$ cat src/include/pipe_settings.svh
`ifndef PIPE_SETTINGS_SVH
`define PIPE_SETTINGS_SVH

`define PIPE_ADDR_W          32
`define PIPE_DATA_W          32
`define PIPE_NREGS           8   // eax to edi
`define PIPE_MAX_OUTSTANDING 4

// APB register offsets
`define PIPE_APB_CONTROL     32'h0000_0000
`define PIPE_APB_START_PC    32'h0000_0004
`define PIPE_APB_STATUS      32'h0000_0008
`define PIPE_APB_RETIRED     32'h0000_000C

// Opcodes in instruction bits 31:28
`define PIPE_OP_ADD          4'd0
`define PIPE_OP_SUB          4'd1
`define PIPE_OP_AND          4'd2
`define PIPE_OP_OR           4'd3
`define PIPE_OP_XOR          4'd4
`define PIPE_OP_MOVI         4'd5
`define PIPE_OP_ADDI         4'd6
`define PIPE_OP_JMP          4'd7
`define PIPE_OP_HLT          4'd8

`endif

$ cat src/hdl/pipe_pkg.sv
`include "pipe_settings.svh"

package pipe_pkg;

   // Byte address of an instruction
   typedef logic [`PIPE_ADDR_W-1:0] addr_t;

   typedef logic [`PIPE_DATA_W-1:0] word_t;   // Register value or instruction word

   typedef logic [$clog2(`PIPE_NREGS)-1:0] reg_num_t;

   typedef logic [3:0] opcode_t;

   // Zero-extended for the ALU, absolute target for jmp
   typedef logic [15:0] imm_t;

   typedef enum logic [1:0] {
      FETCH_IDLE,
      FETCH_RUNNING,
      FETCH_DRAINING   // Old responses still in flight
   } fetch_state_e;

endpackage

$ cat src/hdl/execute_unit.sv
`timescale 1ns/1ps
`include "pipe_settings.svh"

module execute_unit import pipe_pkg::*; (
   input  logic     clk,
   input  logic     arst_n,
   input  logic     d_valid,
   input  opcode_t  d_opcode,
   input  reg_num_t d_dst,
   input  word_t    d_op_a,
   input  word_t    d_op_b,
   input  addr_t    d_pc,
   output logic     ex_result_valid,
   output reg_num_t ex_result_reg,
   output word_t    ex_result,
   output logic     jump_valid,
   output addr_t    jump_target,
   output logic     halt_valid,
   output logic     retire_valid,
   output addr_t    retire_pc,
   output reg_num_t retire_reg,
   output word_t    retire_data
);

   word_t alu_result;
   logic  writes_reg;

   always_comb begin
      writes_reg = 1'b1;
      alu_result = '0;
      case (d_opcode)
         `PIPE_OP_ADD, `PIPE_OP_ADDI: alu_result = d_op_a + d_op_b;
         `PIPE_OP_SUB:                alu_result = d_op_a - d_op_b;
         `PIPE_OP_AND:                alu_result = d_op_a & d_op_b;
         `PIPE_OP_OR:                 alu_result = d_op_a | d_op_b;
         `PIPE_OP_XOR:                alu_result = d_op_a ^ d_op_b;
         `PIPE_OP_MOVI:               alu_result = d_op_b;
         default:                     writes_reg = 1'b0;   // jmp, hlt, spare codes
      endcase
   end

   assign ex_result_valid = d_valid & writes_reg;
   assign ex_result_reg   = d_dst;
   assign ex_result       = alu_result;

   // Resolved here, neither one retires
   assign jump_valid  = d_valid & (d_opcode == `PIPE_OP_JMP);
   assign jump_target = addr_t'(d_op_b);
   assign halt_valid  = d_valid & (d_opcode == `PIPE_OP_HLT);

   always_ff @(posedge clk or negedge arst_n) begin
      if (!arst_n)
         retire_valid <= 1'b0;
      else
         retire_valid <= ex_result_valid;
   end

   always_ff @(posedge clk) begin
      if (ex_result_valid) begin
         retire_pc   <= d_pc;
         retire_reg  <= d_dst;
         retire_data <= alu_result;
      end
   end

endmodule

$ cat src/hdl/fetch_unit.sv
`timescale 1ns/1ps
`include "pipe_settings.svh"

module fetch_unit import pipe_pkg::*; (
   input  logic  clk,
   input  logic  arst_n,
   input  logic  fetch_load,
   input  addr_t fetch_load_address,
   input  logic  fetch_stop,
   output logic  imem_valid,
   input  logic  imem_ready,
   output addr_t imem_address,
   input  logic  imem_dp_valid,
   output logic  imem_dp_ready,
   input  word_t imem_dp_read_data,
   output logic  f_valid,
   input  logic  f_ready,
   output word_t f_instruction,
   output addr_t f_pc
);

   localparam int CNT_W = $clog2(`PIPE_MAX_OUTSTANDING + 1);

   fetch_state_e     state_q;
   fetch_state_e     state_d;
   logic [CNT_W-1:0] cnt_q;
   logic [CNT_W-1:0] cnt_d;
   addr_t            req_pc_q;
   addr_t            resp_pc_q;   // pc of the next kept response
   logic             buf_valid_q;
   word_t            buf_instr_q;
   addr_t            buf_pc_q;
   logic             req_fire;
   logic             resp_fire;
   logic             discard;
   logic             resp_keep;

   assign imem_valid = (state_q == FETCH_RUNNING) & ~fetch_stop & ~fetch_load &
                       (cnt_q < CNT_W'(`PIPE_MAX_OUTSTANDING));
   assign imem_address = req_pc_q;

   // Anything arriving now belongs to the old stream
   assign discard = (state_q == FETCH_DRAINING) | fetch_stop | fetch_load;

   assign imem_dp_ready = (state_q != FETCH_IDLE) & (discard | ~buf_valid_q | f_ready);

   assign req_fire  = imem_valid & imem_ready;
   assign resp_fire = imem_dp_valid & imem_dp_ready;
   assign resp_keep = resp_fire & ~discard;
   assign cnt_d     = cnt_q + CNT_W'(req_fire) - CNT_W'(resp_fire);

   always_comb begin
      state_d = state_q;
      case (state_q)
         FETCH_IDLE: begin
            if (fetch_load && !fetch_stop)
               state_d = FETCH_RUNNING;
         end
         FETCH_RUNNING: begin
            if (cnt_d != '0 && (fetch_stop || fetch_load))
               state_d = FETCH_DRAINING;
            else if (fetch_stop)
               state_d = FETCH_IDLE;
         end
         FETCH_DRAINING: begin
            if (cnt_d == '0)
               state_d = fetch_stop ? FETCH_IDLE : FETCH_RUNNING;
         end
         default: state_d = FETCH_IDLE;
      endcase
   end

   always_ff @(posedge clk or negedge arst_n) begin
      if (!arst_n) begin
         state_q     <= FETCH_IDLE;
         cnt_q       <= '0;
         buf_valid_q <= 1'b0;
      end else begin
         state_q <= state_d;
         cnt_q   <= cnt_d;
         if (fetch_stop || fetch_load)
            buf_valid_q <= 1'b0;
         else if (resp_keep)
            buf_valid_q <= 1'b1;
         else if (f_ready)
            buf_valid_q <= 1'b0;
      end
   end

   always_ff @(posedge clk) begin
      if (fetch_load) begin
         req_pc_q  <= fetch_load_address;
         resp_pc_q <= fetch_load_address;
      end else begin
         if (req_fire)
            req_pc_q <= req_pc_q + addr_t'(4);
         if (resp_keep)
            resp_pc_q <= resp_pc_q + addr_t'(4);
      end
      if (resp_keep) begin
         buf_instr_q <= imem_dp_read_data;
         buf_pc_q    <= resp_pc_q;
      end
   end

   assign f_valid       = buf_valid_q;
   assign f_instruction = buf_instr_q;
   assign f_pc          = buf_pc_q;

endmodule

$ cat src/hdl/pipeline_top.sv
`timescale 1ns/1ps

module pipeline_top import pipe_pkg::*; (
   input  logic     clk,
   input  logic     arst_n,
   input  addr_t    paddr,
   input  logic     psel,
   input  logic     penable,
   input  logic     pwrite,
   input  word_t    pwdata,
   output word_t    prdata,
   output logic     imem_valid,
   input  logic     imem_ready,
   output addr_t    imem_address,
   input  logic     imem_dp_valid,
   output logic     imem_dp_ready,
   input  word_t    imem_dp_read_data,
   output logic     retire_valid,
   output addr_t    retire_pc,
   output reg_num_t retire_reg,
   output word_t    retire_data
);

   // Controller
   logic     fetch_load;
   addr_t    fetch_load_address;
   logic     fetch_stop;
   logic     pipe_flush;
   logic     jump_valid;
   addr_t    jump_target;
   logic     halt_valid;

   // Fetch to register access
   logic     f_valid;
   logic     f_ready;
   word_t    f_instruction;
   addr_t    f_pc;

   // Register access to execute
   logic     d_valid;
   opcode_t  d_opcode;
   reg_num_t d_dst;
   word_t    d_op_a;
   word_t    d_op_b;
   addr_t    d_pc;

   // Execute bypass
   logic     ex_result_valid;
   reg_num_t ex_result_reg;
   word_t    ex_result;

   sys_control i_sys_control (.*);

   fetch_unit i_fetch_unit (.*);

   register_access i_register_access (.*);

   execute_unit i_execute_unit (.*);

endmodule

$ cat src/hdl/register_access.sv
`timescale 1ns/1ps
`include "pipe_settings.svh"

module register_access import pipe_pkg::*; (
   input  logic     clk,
   input  logic     arst_n,
   input  logic     pipe_flush,
   input  logic     f_valid,
   output logic     f_ready,
   input  word_t    f_instruction,
   input  addr_t    f_pc,
   input  logic     retire_valid,
   input  reg_num_t retire_reg,
   input  word_t    retire_data,
   input  logic     ex_result_valid,
   input  reg_num_t ex_result_reg,
   input  word_t    ex_result,
   output logic     d_valid,
   output opcode_t  d_opcode,
   output reg_num_t d_dst,
   output word_t    d_op_a,
   output word_t    d_op_b,
   output addr_t    d_pc
);

   word_t    regs_q [`PIPE_NREGS];
   opcode_t  f_opcode;
   reg_num_t f_dst;
   reg_num_t f_src;
   imm_t     f_imm;
   word_t    dst_value;
   word_t    src_value;
   logic     use_imm;

   // Youngest producer first, then retire, then the file
   function automatic word_t read_operand(reg_num_t num);
      if (ex_result_valid && ex_result_reg == num)
         return ex_result;
      else if (retire_valid && retire_reg == num)
         return retire_data;
      return regs_q[num];
   endfunction

   assign f_opcode = f_instruction[31:28];
   assign f_dst    = f_instruction[26:24];
   assign f_src    = f_instruction[22:20];
   assign f_imm    = f_instruction[15:0];

   assign f_ready = 1'b1;   // Never stalls

   always_comb begin
      dst_value = read_operand(f_dst);
      src_value = read_operand(f_src);
      case (f_opcode)
         `PIPE_OP_MOVI, `PIPE_OP_ADDI, `PIPE_OP_JMP: use_imm = 1'b1;
         default:                                    use_imm = 1'b0;
      endcase
   end

   // Writeback from the retire register
   always_ff @(posedge clk) begin
      if (retire_valid)
         regs_q[retire_reg] <= retire_data;
   end

   always_ff @(posedge clk or negedge arst_n) begin
      if (!arst_n)
         d_valid <= 1'b0;
      else
         d_valid <= f_valid & f_ready & ~pipe_flush;   // Squashed behind jmp or hlt
   end

   always_ff @(posedge clk) begin
      if (f_valid && f_ready) begin
         d_opcode <= f_opcode;
         d_dst    <= f_dst;
         d_op_a   <= dst_value;
         d_op_b   <= use_imm ? word_t'(f_imm) : src_value;
         d_pc     <= f_pc;
      end
   end

endmodule

$ cat src/hdl/sys_control.sv
`timescale 1ns/1ps
`include "pipe_settings.svh"

module sys_control import pipe_pkg::*; (
   input  logic  clk,
   input  logic  arst_n,
   input  addr_t paddr,
   input  logic  psel,
   input  logic  penable,
   input  logic  pwrite,
   input  word_t pwdata,
   output word_t prdata,
   input  logic  jump_valid,
   input  addr_t jump_target,
   input  logic  halt_valid,
   input  logic  retire_valid,
   output logic  fetch_load,
   output addr_t fetch_load_address,
   output logic  fetch_stop,
   output logic  pipe_flush
);

   logic  run_q;
   logic  run_prev_q;
   logic  halted_q;
   addr_t start_pc_q;
   word_t retired_q;
   logic  apb_wr;
   logic  ctrl_wr;
   logic  start_wr;
   logic  run_rise;

   assign apb_wr   = psel & penable & pwrite;   // Access phase, no wait state
   assign ctrl_wr  = apb_wr & (paddr == `PIPE_APB_CONTROL);
   assign start_wr = ctrl_wr & pwdata[0] & ~run_q;
   assign run_rise = run_q & ~run_prev_q;

   always_ff @(posedge clk or negedge arst_n) begin
      if (!arst_n) begin
         run_q      <= 1'b0;
         run_prev_q <= 1'b0;
         halted_q   <= 1'b0;
         start_pc_q <= '0;
         retired_q  <= '0;
      end else begin
         run_prev_q <= run_q;
         if (halt_valid) begin
            run_q    <= 1'b0;
            halted_q <= 1'b1;
         end else if (ctrl_wr) begin
            run_q <= pwdata[0];
            if (start_wr)
               halted_q <= 1'b0;
         end
         if (apb_wr && paddr == `PIPE_APB_START_PC)
            start_pc_q <= addr_t'(pwdata);
         if (start_wr)
            retired_q <= '0;   // New run, new count
         else if (retire_valid)
            retired_q <= retired_q + 1'b1;
      end
   end

   always_comb begin
      prdata = '0;
      case (paddr)
         `PIPE_APB_CONTROL:  prdata[0] = run_q;
         `PIPE_APB_START_PC: prdata    = word_t'(start_pc_q);
         `PIPE_APB_STATUS:   prdata[0] = halted_q;
         `PIPE_APB_RETIRED:  prdata    = retired_q;
         default:            prdata    = '0;
      endcase
   end

   // Jump wins over a start, they never meet in practice
   assign fetch_load         = jump_valid | run_rise;
   assign fetch_load_address = jump_valid ? jump_target : start_pc_q;

   assign fetch_stop = ~run_q | halted_q | halt_valid;
   assign pipe_flush = jump_valid | halt_valid;

endmodule

$ cat config.mk
export PLATFORM = sky130hd
export DESIGN_NAME = pipeline_top
export DESIGN_NICKNAME = d
export VERILOG_FILES = /design/src/hdl/pipe_pkg.sv /design/src/hdl/execute_unit.sv /design/src/hdl/fetch_unit.sv /design/src/hdl/pipeline_top.sv /design/src/hdl/register_access.sv /design/src/hdl/sys_control.sv
export VERILOG_INCLUDE_DIRS = /design/src /design/src/include
export SDC_FILE = /design/constraint.sdc
export NUM_CORES = 1
export LEC_CHECK = 0
export BUFFER_PORTS_ARGS = -buffer_cell sky130_fd_sc_hd__buf_4
export CAP_MARGIN = 40
export CORE_ASPECT_RATIO = 1.2
export CORE_MARGIN = 5
export CORE_UTILIZATION = 40
export DETAILED_ROUTE_END_ITERATION = 10
export GPL_TIMING_DRIVEN = 0
export PLACE_DENSITY_LB_ADDON = 0.3
export SLEW_MARGIN = 25
export SYNTH_ARGS = -nofsm -noshare
export SYNTH_HDL_FRONTEND = slang
export SYNTH_SLANG_ARGS = --single-unit
$ cat constraint.sdc
create_clock -name clk -period 4.4 [get_ports clk]
set_clock_uncertainty 0.2 [all_clocks]
set_input_delay 0 -clock clk [delete_from_list [all_inputs] [get_ports clk]]
set_output_delay 0 -clock clk [all_outputs]
set_load 0.02 [all_outputs]
==> results.md <==
* Sw frac at 0.2008
* Dpl ws at -1.282 ns
* Syn nets at 2,629
* Yosys warning total at 0
* Final Wtd Congestion at 1.002
* CTS tree: yes
* Placed cell area at 35,390 um^2
* Fin. Hold Viols at 0
* Max_cap viols at 0
* DR vias at 22,260
* Clock root cell: clkbuf_16
* Sw Pwr at 2.487 mW
* Fmax at 229.2 MHz
* Final Non-Filler Cells at 4,014
* Slowest stage delay, CP at 0.45 ns
* DR iter-0 viols at approximately 1,900
* Cell count after synthesis at 2,423
* Hpwl dp at a little over 70 mm
* Pwr dens at 313.1 nW/um^2
* Post-synthesis cell area at around 32,000 um^2
* Clk pin slew, worst setup/hold paths at 0.06 ns
* Yosys reg bits at 627
* Total global routing track utilization at 0.2178
* DR DRC count at 0
* GRT Residual Overflow at 0
* Num ports at around 240
* Number of port buffers at 229
* Largest register FFs at 256
* RSZ-0062 raised after global routing: yes
* Final slew viol count at 0
* Final Cycle Share at 0.9915
* Max FO, Critical Path at 5
* Placed Cells at 3,731
* Num CTS Buffers at 67
* Peak supply drop at 0.2340 mV
* Antenna violations before repair at 1
* Global-route wire length before repair at 141.4 mm
* Core area at 78,890 um^2
* Most used cell, CP: a21o_1
* Routed WL at 94.97 mm
* WS Path Type: flip-flop to flip-flop
* Top Family by Delay on Critical Path: simple AND/OR/NAND/NOR gates
* Total internal power at 9.901 mW
* Lkg Pwr at 14.62 nW
* CTS sink count at about 630
* CP endpoint kind: flip-flop
* Die W at 266.8 um
* Share of layout cells above drive strength 1 at 0.2263
* Sequential share of the synthesized area at 0.5811
* Hold/Removal Path Class: primary input to flip-flop
* Yosys cell types at 66
* Post-synth EDFFs at 546
* Fin crit period at 4.363 ns
* H-Tree Depth at 3
* Yosys top cell by area: edfxtp_1
* Top cell type's share of synthesized area at 0.5180
* Largest cells by area after synthesis: edfxtp_1 52%, mux4_2 9.2%, dfrtp_1 5.9%, ha_1 4.0%, mux2i_1 3.1%
* Synth top cells by count: 546 x edfxtp_1, 201 x nor2_1, 200 x nand2_1, 184 x o21ai_0, 129 x mux4_2
* Fin nets at 3,133
* Post-route setup TNS at 0 ns
* Final hold slack at 0.02026 ns
* Post-route ant nets at 0
* Initial Util at 0.4012
* Final setup vio count at 0
* Most common cell in the synthesized netlist: edfxtp_1
* Slew headroom at 0.3052
* Flop pwr share at 0.515
* Critical Path AT at 4.51 ns
* Required @ worst endpoint at 4.55 ns
* WL/cell at 23.66 um
* Mean Syn Cell Area at 13.06 um^2
* First-pass iteration count of the detailed router at 6
* Clock power share at 0.469
* CP max-delay cell: edfxtp_1
* Diode count at 0
* Core Util, Final at 0.5016
* Largest net degree at the start of global routing at 61
* Die area at about 85,000 um^2
* Reg with most FFs: i_register_access.regs_q
* Comb pwr share at 0.016
* Total chip power at 12.39 mW
* Post-synth top flop: edfxtp_1
* Via density at 5.547
* CP Buf/Inv Count at 1
* Async set-reset flop share out of synthesis at 0.1196
* Worst-Skew Late Latency at between 0.6 and 0.7 ns
* Worst Max-Slew Pin Slew at about 1.0 ns
* Crit start category: flip-flop
* Outcome: finished, final reports clean
* # rows at ~110
* Post-layout instance area at 39,570 um^2
* Maximum buffer depth of the clock tree at 3
* Overall die height at about 320 um
* Synthesis-to-finish area growth at 25.02%
* CP Cell Sequence: buf_4 > nor3_4 > and3_4 > nor4b_4 > nand2_2 > or3_4 > nand2_1 > xnor2_1 > ha_1 > a21o_1 > o21bai_4 > nor3_4 > o31ai_4 > a21oi_2 > a21oi_2 > xor2_1 > a21o_1 > a21o_1
* PnR worst setup slack at 0.03722 ns
* Vias in the first global route at 22,790
==> power groups by stage <==
stage	logic, mW	registers [mW]	clock network, mW
after floorplan	0.0231	6.51	0
after global placement	0.111	6.50	0
after detailed placement	0.116	6.50	0
after CTS	0.203	6.38	5.92
after global routing	0.217	6.38	6.18
final	0.203	6.38	5.80
==> cell usage in the layout, fill, tap and decap left out, drive strengths merged, types with 32 or more instances in the layout <==
cell type	count
dlygate4sd3	125
xnor2	97
o211ai	47
a21oi	98
edfxtp	546
ha	101
xor2	59
nor2	201
mux4	129
dfrtp	75
clkbuf	169
o21ai	185
mux2i	98
nand3	58
buf	342
nand2	201
inv	109
mux2	32
==> metal layers <==
metal | vias up | GRT usage | routed length (um)
li1 | 10150 | - | -
met1 | 11050 | 0.2665 | 36410
met2 | 845 | 0.3766 | 47980
met3 | 224 | 0.03014 | 5391
met4 | 0 | 0.1095 | 5191
met5 | - | 0 | 0
==> what timing repair did <==
action | 4_1_cts | 5_1_grt
resized for setup | 47 | 46
setup buffers | 21 | 16
hold buffers | 126 | 0
gates cloned | 0 | 0
endpoints found under the hold margin | 157 | 0
pin swaps | 14 | 27
endpoints found under the setup margin | 74 | 41
==> worst register-to-register path: cells and delay by family, from the launching register on <==
family	cells	cell delay (ns)
adders and majority gates	1	0.26
DFF	1	0.45
and+or+nand+nor	7	1.49
xor gates and xnor gates	2	0.29
buffers and inverters	1	0.18
AOI/OAI and AO/OA	7	1.21
==> final cells by class <==
type / count / area, um^2
Multi-Input combinational cell: 1572 / 12830
Fill cell: 6792 / 39320
Inverter: 102 / 390.4
Buffer: 118 / 471.7
Tap cell: 1035 / 1295
Clock inverter: 41 / 435.4
Sequential cell: 627 / 18400
Timing Repair Buffer: 439 / 3936
Clock buffer: 80 / 1809
==> worst paths after layout <==
kind	startpoint	to	slack [ns]	cells after the start
worst max-delay path	i_register_access.d_op_b[0]$_DFFE_PP_	i_register_access.d_op_a[28]$_DFFE_PP_	0.04	18
worst min-delay path	pwdata[0]	i_sys_control.run_q$_DFFE_PN0P_	0.02	4
worst max register to register	i_register_access.d_op_b[0]$_DFFE_PP_	i_register_access.d_op_a[28]$_DFFE_PP_	0.04	18
worst min register to register	i_fetch_unit.f_pc[30]$_DFFE_PP_	i_register_access.d_pc[30]$_DFFE_PP_	0.22	0
max in group asynchronous	arst_n	i_fetch_unit.f_valid$_DFF_PN0_	3.50	4
min in group asynchronous	arst_n	i_sys_control.start_pc_q[16]$_DFFE_PN0P_	0.23	4
==> cells by family (layout without fill, tap and decap cells) <==
| family | Yosys count | count (layout) | synth area share |
|---|---|---|---|
| DFF | 627 | 627 | 0.5811 |
| and+or+nand+nor | 597 | 597 | 0.08587 |
| AOI/OAI and AO/OA | 457 | 457 | 0.08741 |
| muxes | 259 | 259 | 0.1342 |
| buffers and inverters | 224 | 780 | 0.02704 |
| xor gates and xnor gates | 156 | 156 | 0.04317 |
| adders and majority gates | 103 | 103 | 0.04119 |
No activity file was read; power rests on OpenSTA's default activity.
